===== config.mk =====
export PLATFORM = sky130hd
export DESIGN_NAME = mbox_top
export DESIGN_NICKNAME = d
export VERILOG_FILES = /design/src/common/mbox_pkg.sv /design/src/rtl/mbox_top.sv /design/src/rtl/mbox_regs.sv /design/src/rtl/mbox_len_tracker.sv /design/src/rtl/fifo/fifo_sync.sv /design/src/rtl/fifo/fifo_sync_cnt.sv
export SDC_FILE = /design/constraint.sdc
export NUM_CORES = 1
export LEC_CHECK = 0
export BUFFER_PORTS_ARGS = -buffer_cell sky130_fd_sc_hd__buf_2
export CAP_MARGIN = 30
export CORE_MARGIN = 4
export CORE_UTILIZATION = 45
export DETAILED_ROUTE_END_ITERATION = 8
export PLACE_DENSITY = 0.71
export SLEW_MARGIN = 20
export SYNTH_ARGS = -nofsm -noshare
export SYNTH_HDL_FRONTEND = slang
export SYNTH_SLANG_ARGS = --single-unit

===== constraint.sdc =====
create_clock -name clk_i -period 5.5 [get_ports clk_i]
set_input_delay 0.825 -clock clk_i [delete_from_list [all_inputs] [get_ports clk_i]]
set_output_delay 0.825 -clock clk_i [all_outputs]
set_load 0.005 [all_outputs]

===== src/common/mbox_pkg.sv =====
/*
 * mbox shared definitions
 * word and length payloads, register map and status field layout
 */
`default_nettype none

package mbox_pkg;

  ////////////////////////////////////////////////////////////
  // payloads
  ////////////////////////////////////////////////////////////

  // one message word
  localparam int unsigned DATA_W = 32;
  typedef logic [DATA_W-1:0] word_t;

  // message length in words, saturates at all ones
  localparam int unsigned LEN_W = 8;
  typedef logic [LEN_W-1:0] len_t;

  ////////////////////////////////////////////////////////////
  // register port
  ////////////////////////////////////////////////////////////

  localparam int unsigned REG_ADDR_W = 2;
  localparam int unsigned REG_DATA_W = 32;

  // register map
  localparam logic [REG_ADDR_W-1:0] REG_CTRL   = REG_ADDR_W'(0);
  localparam logic [REG_ADDR_W-1:0] REG_STATUS = REG_ADDR_W'(1);
  localparam logic [REG_ADDR_W-1:0] REG_ERR    = REG_ADDR_W'(2);

  // ctrl and err bit positions
  localparam int unsigned CTRL_CLR_BIT = 0;
  localparam int unsigned ERR_BIT      = 0;

  // status layout, depth fields are 8 bits wide
  localparam int unsigned STAT_DATA_DEPTH_LSB = 0;
  localparam int unsigned STAT_LEN_DEPTH_LSB  = 8;
  localparam int unsigned STAT_DATA_FULL_BIT  = 16;
  localparam int unsigned STAT_LEN_FULL_BIT   = 17;

endpackage

`default_nettype wire

===== src/rtl/mbox_top.sv =====
/*
 * message mailbox top level
 * data FIFO, length FIFO, length tracker and register block
 */
`timescale 1ns/1ps
`default_nettype none

module mbox_top #(
  parameter int unsigned DataDepth = 8,
  parameter int unsigned LenDepth  = 4,
  parameter bit          Pass      = 1'b0
) (
  input  logic                            clk_i,
  input  logic                            rst_ni,
  // producer
  input  logic                            wvalid_i,
  output logic                            wready_o,
  input  mbox_pkg::word_t                 wdata_i,
  input  logic                            wlast_i,
  // consumer, words
  output logic                            rvalid_o,
  input  logic                            rready_i,
  output mbox_pkg::word_t                 rdata_o,
  // consumer, lengths
  output logic                            len_valid_o,
  input  logic                            len_ready_i,
  output mbox_pkg::len_t                  len_o,
  // register port
  input  logic                            reg_we_i,
  input  logic [mbox_pkg::REG_ADDR_W-1:0] reg_addr_i,
  input  logic [mbox_pkg::REG_DATA_W-1:0] reg_wdata_i,
  output logic [mbox_pkg::REG_DATA_W-1:0] reg_rdata_o
);

  localparam int unsigned DataDepthW = $clog2(DataDepth + 1);
  localparam int unsigned LenDepthW  = $clog2(LenDepth + 1);

  logic                  clr;
  logic                  data_ready;
  logic                  data_push;
  logic                  data_full;
  logic [DataDepthW-1:0] data_depth;
  logic                  data_err;
  logic                  len_ready;
  logic                  len_push;
  mbox_pkg::len_t        len_wdata;
  logic                  len_full;
  logic [LenDepthW-1:0]  len_depth;
  logic                  len_err;

  // word enters the data fifo only on a full producer handshake
  assign data_push = wvalid_i & wready_o;

  ////////////////////////////////////////////////////////////
  // datapath
  ////////////////////////////////////////////////////////////

  fifo_sync #(
    .T    (mbox_pkg::word_t),
    .Depth(DataDepth),
    .Pass (Pass)
  ) u_data_fifo (
    .clk_i   (clk_i),
    .rst_ni  (rst_ni),
    .clr_i   (clr),
    .wvalid_i(data_push),
    .wready_o(data_ready),
    .wdata_i (wdata_i),
    .rvalid_o(rvalid_o),
    .rready_i(rready_i),
    .rdata_o (rdata_o),
    .full_o  (data_full),
    .depth_o (data_depth),
    .err_o   (data_err)
  );

  // one length per closed message
  fifo_sync #(
    .T    (mbox_pkg::len_t),
    .Depth(LenDepth),
    .Pass (Pass)
  ) u_len_fifo (
    .clk_i   (clk_i),
    .rst_ni  (rst_ni),
    .clr_i   (clr),
    .wvalid_i(len_push),
    .wready_o(len_ready),
    .wdata_i (len_wdata),
    .rvalid_o(len_valid_o),
    .rready_i(len_ready_i),
    .rdata_o (len_o),
    .full_o  (len_full),
    .depth_o (len_depth),
    .err_o   (len_err)
  );

  mbox_len_tracker u_tracker (
    .clk_i       (clk_i),
    .rst_ni      (rst_ni),
    .clr_i       (clr),
    .wvalid_i    (wvalid_i),
    .wlast_i     (wlast_i),
    .data_ready_i(data_ready),
    .len_ready_i (len_ready),
    .wready_o    (wready_o),
    .len_push_o  (len_push),
    .len_o       (len_wdata)
  );

  ////////////////////////////////////////////////////////////
  // control and status
  ////////////////////////////////////////////////////////////

  mbox_regs #(
    .DataDepth(DataDepth),
    .LenDepth (LenDepth)
  ) u_regs (
    .clk_i       (clk_i),
    .rst_ni      (rst_ni),
    .reg_we_i    (reg_we_i),
    .reg_addr_i  (reg_addr_i),
    .reg_wdata_i (reg_wdata_i),
    .reg_rdata_o (reg_rdata_o),
    .data_depth_i(data_depth),
    .len_depth_i (len_depth),
    .data_full_i (data_full),
    .len_full_i  (len_full),
    .data_err_i  (data_err),
    .len_err_i   (len_err),
    .clr_o       (clr)
  );

endmodule

`default_nettype wire


===== src/rtl/mbox_regs.sv =====
/*
 * mailbox register block
 * clear pulse, occupancy status and sticky pointer error
 */
`timescale 1ns/1ps
`default_nettype none

module mbox_regs #(
  parameter int unsigned  DataDepth  = 8,
  parameter int unsigned  LenDepth   = 4,
  localparam int unsigned DataDepthW = $clog2(DataDepth + 1),
  localparam int unsigned LenDepthW  = $clog2(LenDepth + 1)
) (
  input  logic                            clk_i,
  input  logic                            rst_ni,
  // write strobe port
  input  logic                            reg_we_i,
  input  logic [mbox_pkg::REG_ADDR_W-1:0] reg_addr_i,
  input  logic [mbox_pkg::REG_DATA_W-1:0] reg_wdata_i,
  output logic [mbox_pkg::REG_DATA_W-1:0] reg_rdata_o,
  // datapath status
  input  logic [DataDepthW-1:0]           data_depth_i,
  input  logic [LenDepthW-1:0]            len_depth_i,
  input  logic                            data_full_i,
  input  logic                            len_full_i,
  input  logic                            data_err_i,
  input  logic                            len_err_i,
  // flush to fifos and tracker
  output logic                            clr_o
);

  logic ctrl_wr;
  logic err_wr;
  logic clr_q;
  logic err_q;

  ////////////////////////////////////////////////////////////
  // write decode
  ////////////////////////////////////////////////////////////

  assign ctrl_wr = reg_we_i & (reg_addr_i == mbox_pkg::REG_CTRL);
  assign err_wr  = reg_we_i & (reg_addr_i == mbox_pkg::REG_ERR);

  // one-cycle clear, the cycle after the write
  always_ff @(posedge clk_i or negedge rst_ni) begin
    if (!rst_ni) begin
      clr_q <= 1'b0;
    end else begin
      clr_q <= ctrl_wr & reg_wdata_i[mbox_pkg::CTRL_CLR_BIT];
    end
  end

  assign clr_o = clr_q;

  // sticky error, a new error wins over write-one-to-clear
  always_ff @(posedge clk_i or negedge rst_ni) begin
    if (!rst_ni) begin
      err_q <= 1'b0;
    end else if (data_err_i || len_err_i) begin
      err_q <= 1'b1;
    end else if (err_wr && reg_wdata_i[mbox_pkg::ERR_BIT]) begin
      err_q <= 1'b0;
    end
  end

  ////////////////////////////////////////////////////////////
  // read mux
  ////////////////////////////////////////////////////////////

  always_comb begin
    reg_rdata_o = '0;
    case (reg_addr_i)
      mbox_pkg::REG_STATUS: begin
        reg_rdata_o[mbox_pkg::STAT_DATA_DEPTH_LSB +: DataDepthW] = data_depth_i;
        reg_rdata_o[mbox_pkg::STAT_LEN_DEPTH_LSB +: LenDepthW]   = len_depth_i;
        reg_rdata_o[mbox_pkg::STAT_DATA_FULL_BIT]                = data_full_i;
        reg_rdata_o[mbox_pkg::STAT_LEN_FULL_BIT]                 = len_full_i;
      end
      mbox_pkg::REG_ERR: begin
        reg_rdata_o[mbox_pkg::ERR_BIT] = err_q;
      end
      // ctrl is a pulse, reads as zero
      default: begin
        reg_rdata_o = '0;
      end
    endcase
  end

endmodule

`default_nettype wire


===== src/rtl/mbox_len_tracker.sv =====
/*
 * message length tracker
 * counts accepted words and pushes the length on the last one
 */
`timescale 1ns/1ps
`default_nettype none

module mbox_len_tracker (
  input  logic            clk_i,
  input  logic            rst_ni,
  input  logic            clr_i,
  input  logic            wvalid_i,
  input  logic            wlast_i,
  input  logic            data_ready_i,
  input  logic            len_ready_i,
  output logic            wready_o,
  output logic            len_push_o,
  output mbox_pkg::len_t  len_o
);

  mbox_pkg::len_t cnt_q;
  logic           accept;

  // last word also needs room for its length
  assign wready_o   = data_ready_i & (~wlast_i | len_ready_i);
  assign accept     = wvalid_i & wready_o;
  assign len_push_o = accept & wlast_i;

  // count plus the closing word, saturating
  assign len_o = (&cnt_q) ? cnt_q : cnt_q + mbox_pkg::LEN_W'(1);

  always_ff @(posedge clk_i or negedge rst_ni) begin
    if (!rst_ni) begin
      cnt_q <= '0;
    end else if (clr_i) begin
      cnt_q <= '0;
    end else if (accept) begin
      // restart after the closing word
      if (wlast_i) begin
        cnt_q <= '0;
      end else if (!(&cnt_q)) begin
        cnt_q <= cnt_q + mbox_pkg::LEN_W'(1);
      end
    end
  end

endmodule

`default_nettype wire


===== src/rtl/fifo/fifo_sync.sv =====
/*
 * generic synchronous FIFO
 * wrap-bit pointers, optional pass-through when empty,
 * synchronous clear, occupancy and pointer error outputs
 */
`timescale 1ns/1ps
`default_nettype none

module fifo_sync #(
  parameter type          T      = logic [7:0],
  parameter int unsigned  Depth  = 4,
  parameter bit           Pass   = 1'b0,
  localparam int unsigned DepthW = $clog2(Depth + 1)
) (
  input  logic              clk_i,
  input  logic              rst_ni,
  // synchronous flush
  input  logic              clr_i,
  // write side
  input  logic              wvalid_i,
  output logic              wready_o,
  input  T                  wdata_i,
  // read side
  output logic              rvalid_o,
  input  logic              rready_i,
  output T                  rdata_o,
  // occupancy
  output logic              full_o,
  output logic [DepthW-1:0] depth_o,
  output logic              err_o
);

  // wrap bit sits above the pointer value bits
  localparam int unsigned PtrW = $clog2(Depth);

  logic [PtrW:0]   wptr;
  logic [PtrW:0]   rptr;
  logic [PtrW-1:0] wptr_val;
  logic [PtrW-1:0] rptr_val;
  logic            wptr_wrap;
  logic            rptr_wrap;
  logic            incr_wptr;
  logic            incr_rptr;
  logic            under_rst;
  logic            full;
  logic            fifo_empty;
  logic            empty;
  T                storage [Depth];
  T                storage_rdata;

  ////////////////////////////////////////////////////////////
  // reset hold-off
  ////////////////////////////////////////////////////////////

  // high for the first cycle after reset release
  always_ff @(posedge clk_i or negedge rst_ni) begin
    if (!rst_ni) begin
      under_rst <= 1'b1;
    end else begin
      under_rst <= 1'b0;
    end
  end

  ////////////////////////////////////////////////////////////
  // pointers and flags
  ////////////////////////////////////////////////////////////

  fifo_sync_cnt #(
    .Depth(Depth)
  ) u_cnt (
    .clk_i      (clk_i),
    .rst_ni     (rst_ni),
    .clr_i      (clr_i),
    .incr_wptr_i(incr_wptr),
    .incr_rptr_i(incr_rptr),
    .wptr_o     (wptr),
    .rptr_o     (rptr),
    .err_o      (err_o)
  );

  assign wptr_wrap = wptr[PtrW];
  assign rptr_wrap = rptr[PtrW];
  assign wptr_val  = wptr[PtrW-1:0];
  assign rptr_val  = rptr[PtrW-1:0];

  // full when values match and wrap bits differ
  assign full       = (wptr == (rptr ^ {1'b1, {PtrW{1'b0}}}));
  assign fifo_empty = (wptr == rptr);

  // no transfers while held off or flushing
  assign wready_o  = ~full & ~under_rst & ~clr_i;
  assign rvalid_o  = ~empty & ~under_rst & ~clr_i;
  assign incr_wptr = wvalid_i & wready_o;
  assign incr_rptr = rvalid_o & rready_i;

  assign full_o = full;

  // occupancy from pointer distance
  // full lands in the lap case and yields Depth
  assign depth_o = (wptr_wrap == rptr_wrap) ? DepthW'(wptr_val) - DepthW'(rptr_val) :
                   DepthW'(Depth) - DepthW'(rptr_val) + DepthW'(wptr_val);

  ////////////////////////////////////////////////////////////
  // storage
  ////////////////////////////////////////////////////////////

  always_ff @(posedge clk_i) begin
    if (incr_wptr) begin
      storage[wptr_val] <= wdata_i;
    end
  end

  assign storage_rdata = storage[rptr_val];

  // empty fifo forwards the incoming word
  if (Pass) begin : gen_pass
    assign empty   = fifo_empty & ~wvalid_i;
    assign rdata_o = fifo_empty ? wdata_i : storage_rdata;
  end else begin : gen_no_pass
    assign empty   = fifo_empty;
    assign rdata_o = storage_rdata;
  end

endmodule

`default_nettype wire


===== src/rtl/fifo/fifo_sync_cnt.sv =====
/*
 * FIFO pointer pair
 * read and write pointers with wrap bit, plus a consistency check
 */
`timescale 1ns/1ps
`default_nettype none

module fifo_sync_cnt #(
  parameter int unsigned  Depth = 4,
  localparam int unsigned PtrW  = $clog2(Depth)
) (
  input  logic          clk_i,
  input  logic          rst_ni,
  input  logic          clr_i,
  input  logic          incr_wptr_i,
  input  logic          incr_rptr_i,
  output logic [PtrW:0] wptr_o,
  output logic [PtrW:0] rptr_o,
  output logic          err_o
);

  logic [PtrW:0] wptr_q;
  logic [PtrW:0] rptr_q;
  logic          val_err;
  logic          dist_err;

  // step one entry, wrap at Depth and flip the wrap bit
  function automatic logic [PtrW:0] next_ptr(input logic [PtrW:0] ptr);
    logic [PtrW:0] nxt;
    if (ptr[PtrW-1:0] == PtrW'(Depth - 1)) begin
      nxt = {~ptr[PtrW], {PtrW{1'b0}}};
    end else begin
      nxt = ptr + (PtrW + 1)'(1);
    end
    return nxt;
  endfunction

  always_ff @(posedge clk_i or negedge rst_ni) begin
    if (!rst_ni) begin
      wptr_q <= '0;
    end else if (clr_i) begin
      wptr_q <= '0;
    end else if (incr_wptr_i) begin
      wptr_q <= next_ptr(wptr_q);
    end
  end

  always_ff @(posedge clk_i or negedge rst_ni) begin
    if (!rst_ni) begin
      rptr_q <= '0;
    end else if (clr_i) begin
      rptr_q <= '0;
    end else if (incr_rptr_i) begin
      rptr_q <= next_ptr(rptr_q);
    end
  end

  assign wptr_o = wptr_q;
  assign rptr_o = rptr_q;

  // value outside the storage range
  assign val_err = ({1'b0, wptr_q[PtrW-1:0]} >= (PtrW + 1)'(Depth)) |
                   ({1'b0, rptr_q[PtrW-1:0]} >= (PtrW + 1)'(Depth));

  // same lap: writer behind reader
  // next lap: writer past reader, more than Depth apart
  assign dist_err = (wptr_q[PtrW] == rptr_q[PtrW]) ?
                    (wptr_q[PtrW-1:0] < rptr_q[PtrW-1:0]) :
                    (wptr_q[PtrW-1:0] > rptr_q[PtrW-1:0]);

  assign err_o = val_err | dist_err;

endmodule

`default_nettype wire


==> out/metrics.cfg <==
[sta]
finalHoldViolations = 0
final.setup.tns_ns = 0
setup_viol = 0
timing.hold.ws_ns = 0.3284
rsz0062_at_grt = no
max_freq_mhz = 260.4
skew_ns = 0.01564
slew_headroom_pct = 41.61
tightest_slew_ns = 0.8758
timing.final.max_slew_violations = 0
period_share_pct = 69.83
min_period_ns = 3.841

[logic_synthesis]
synth.area.top_cells = edfxtp_1, mux4_2, dfrtp_1
synth_cell_types = 59
synth_edf_count = 288
mappedNetlistArea_sq_um = 12900
synth_most_common_cell = edfxtp_1
yosys_register_bits = 313
synth_top_area_share_pct = 67.05
ys_warn_count = 0
synth_area_leader_cell = edfxtp_1
synth-async-reset-ratio_pct = 7.987
syn_area_per_cell_sq_um = 18.07
syn_inst = 714
yosysSeqAreaShare_pct = 71.91
synth_common_cells = edfxtp_1, nand2_1, mux4_2
synth_flop_cell = edfxtp_1

[setup_path]
critical_path_arrival_ns = 3.02
rr_worst_depth = 8
crit_path_max_incr_delay_ns = 0.80
critical_path.max_fanout = 44
worstSetupPathType = flop to output pin
cp_cell_sequence = buf_4 -> mux4_2 -> nand2_1 -> nand2_1 -> buf_2
cp_common_cell = nand2_1
cp_slowest_cell = buf_4
reg2reg_slack_ns = 2.14
end_kind = output pin
r2r_start = u_data_fifo.u_cnt.rptr_o[2]
start_kind = flop
crit_start = u_data_fifo.u_cnt.rptr_o[0]
required_ns = 4.68

[drt]
highest_layer = met5
wl_met1_mm = 10.52
ant_nets = 0
wl_per_cell_microns = 20.20
drt_iter0_markers = 492
drt-pass1-iter-count = 5
vias = 6539
routed_wirelength_mm = 24.89
dr_wl_met3_mm = 1.506
dr_wl_met2_mm = 12.34
vias_per_cell = 5.308
drc = 0

[cts]
clk_path_buf_depth = 3
cts_tree = done
cts_num_sinks = 313
cts_setup_buffers = 0
cts_resized = 0
clock_latency_ns = 0.52
clk_pin_slew_ns = 0.06
cts_max_level = 2
cts_buffers = 35
cts_hold_buf = 0
cts_root_buf = clkbuf_16

[die]
pin_count = 148
start_util_pct = 46.05
num_rows = 61
die_y_microns = 177.3
fp.dieW_microns = 177.3
die-area_sq_um = 31440
core_area_sq_um = 28010

[grt]
grt_use_total_pct = 16.22
grt_pass1_wl_mm = 38.97
antenna_found_initial = 3
grt_pass1_vias = 6860
grt_overflow = 0
grt_max_degree = 68

[cells_and_area]
syn_to_final_growth_pct = 16.19
diodes = 0
drive_gt1_share_pct = 30.91
nets = 924

[placement]
portBuffers = 93
hpwl_mm = 13.44
place.gp.congestion = 0.7619

[power_and_ir_drop]
power.density_nw_per_um2 = 488.2
p_leak_nw = 5.308
ir_worst_vdd_uv = 340.0

[run]
drv_cap = 0

[hold_path]
hold_path_class = primary input to asynchronous set/reset pin

[outcome]
outcome = finished clean

logic make-up (layout without fill, tap and decap cells):
kind of cell / after synthesis / in the layout / synth area share, %
other: 1 / 24 / 0.02907
AO/OA/AOI/OAI: 39 / 39 / 2.357
buffers and inverters: 65 / 182 / 2.803
adder cells (fa/ha/maj): 21 / 21 / 2.212
XOR/XNOR: 8 / 8 / 0.6888
AND/OR/NAND/NOR: 183 / 183 / 6.431
multiplexers: 84 / 84 / 13.57
flip-flops: 313 / 313 / 71.91
routing by layer:
metal,track usage [%],up-vias
met5,0,-
met4,4.189,6
met3,3.941,49
met2,27.22,165
met1,21.54,3350
li1,-,2969
sequential cells by signal, indices dropped and copies added (netlist names):
name / count
u_data_fifo.storage: 256
u_data_fifo.u_cnt.rptr_o: 4
u_data_fifo.u_cnt.wptr_o: 4
u_len_fifo.storage: 32
u_len_fifo.u_cnt.rptr_o: 3
u_len_fifo.u_cnt.wptr_o: 3
u_len_fifo.under_rst: 1
u_regs.clr_o: 1
u_regs.err_q: 1
u_tracker.cnt_q: 8
power by group:
group / switching (mW) / total, mW / leakage [nW] / internal [mW]
logic: 0.989 / 1.89 / 1.81 / 0.896
registers: 0.202 / 3.04 / 2.91 / 2.84
clock network: 0.912 / 2.39 / 0.585 / 1.48
path summary, 6_finish.rpt:
| check | end |
|---|---|
| setup / recovery | rdata_o[0] |
| hold / removal | u_len_fifo.u_cnt.rptr_o[0] |
| max in group asynchronous | u_data_fifo.u_cnt.rptr_o[0] |
| setup reg to reg | u_data_fifo.storage[3][2] |
| min in group clk_i | u_regs.err_q |
| hold reg to reg | u_regs.err_q |
through the flow:
stage / instance area, sq um / cells / utilization, % / power, mW / worst slack (ns)
finish: 14990 / 1232 / 53.50 / 7.317 / 1.659
global route: 14990 / 1232 / 53.50 / 7.736 / 1.371
CTS: 14970 / 1231 / 53.43 / 7.424 / 1.517
detailed placement: 13780 / 1170 / 49.20 / 5.012 / 2.069
global placement: 13780 / 1170 / 49.20 / 4.982 / 2.070
floorplan: 13000 / 737 / - / 4.365 / 0.6254
critical path: cells and delay by family, from the launching register on:
kind,cells,cell delay (ns)
DFF,1,0.76
muxes,1,0.59
buffers and inverters,2,0.94
and+or+nand+nor,2,0.18
placed cells by master, fill, tap and decap left out, types with 7 or more instances in the layout:
cell type and n:
mux4_2 72, o21ai_0 7, conb_1 24, ha_1 18
a21oi_1 8, nor2_1 12, dfrtp_1 22, edfxtp_1 288
and2_1 10, nand2_1 116, buf_2 93, buf_4 13
clkbuf_16 35, mux2_2 7, nand3_1 9, inv_1 12
final cells by class:
cell class / instances / area [sq um]
timing repair buffer: 107 / 583.1
sequential: 313 / 9280
tap: 378 / 473.0
inverter: 14 / 52.55
fill: 2239 / 13020
clock buffer: 42 / 912.1
multi-input combinational: 359 / 3413
clock inverter: 19 / 272.8
(Power assumes the default switching activity.)
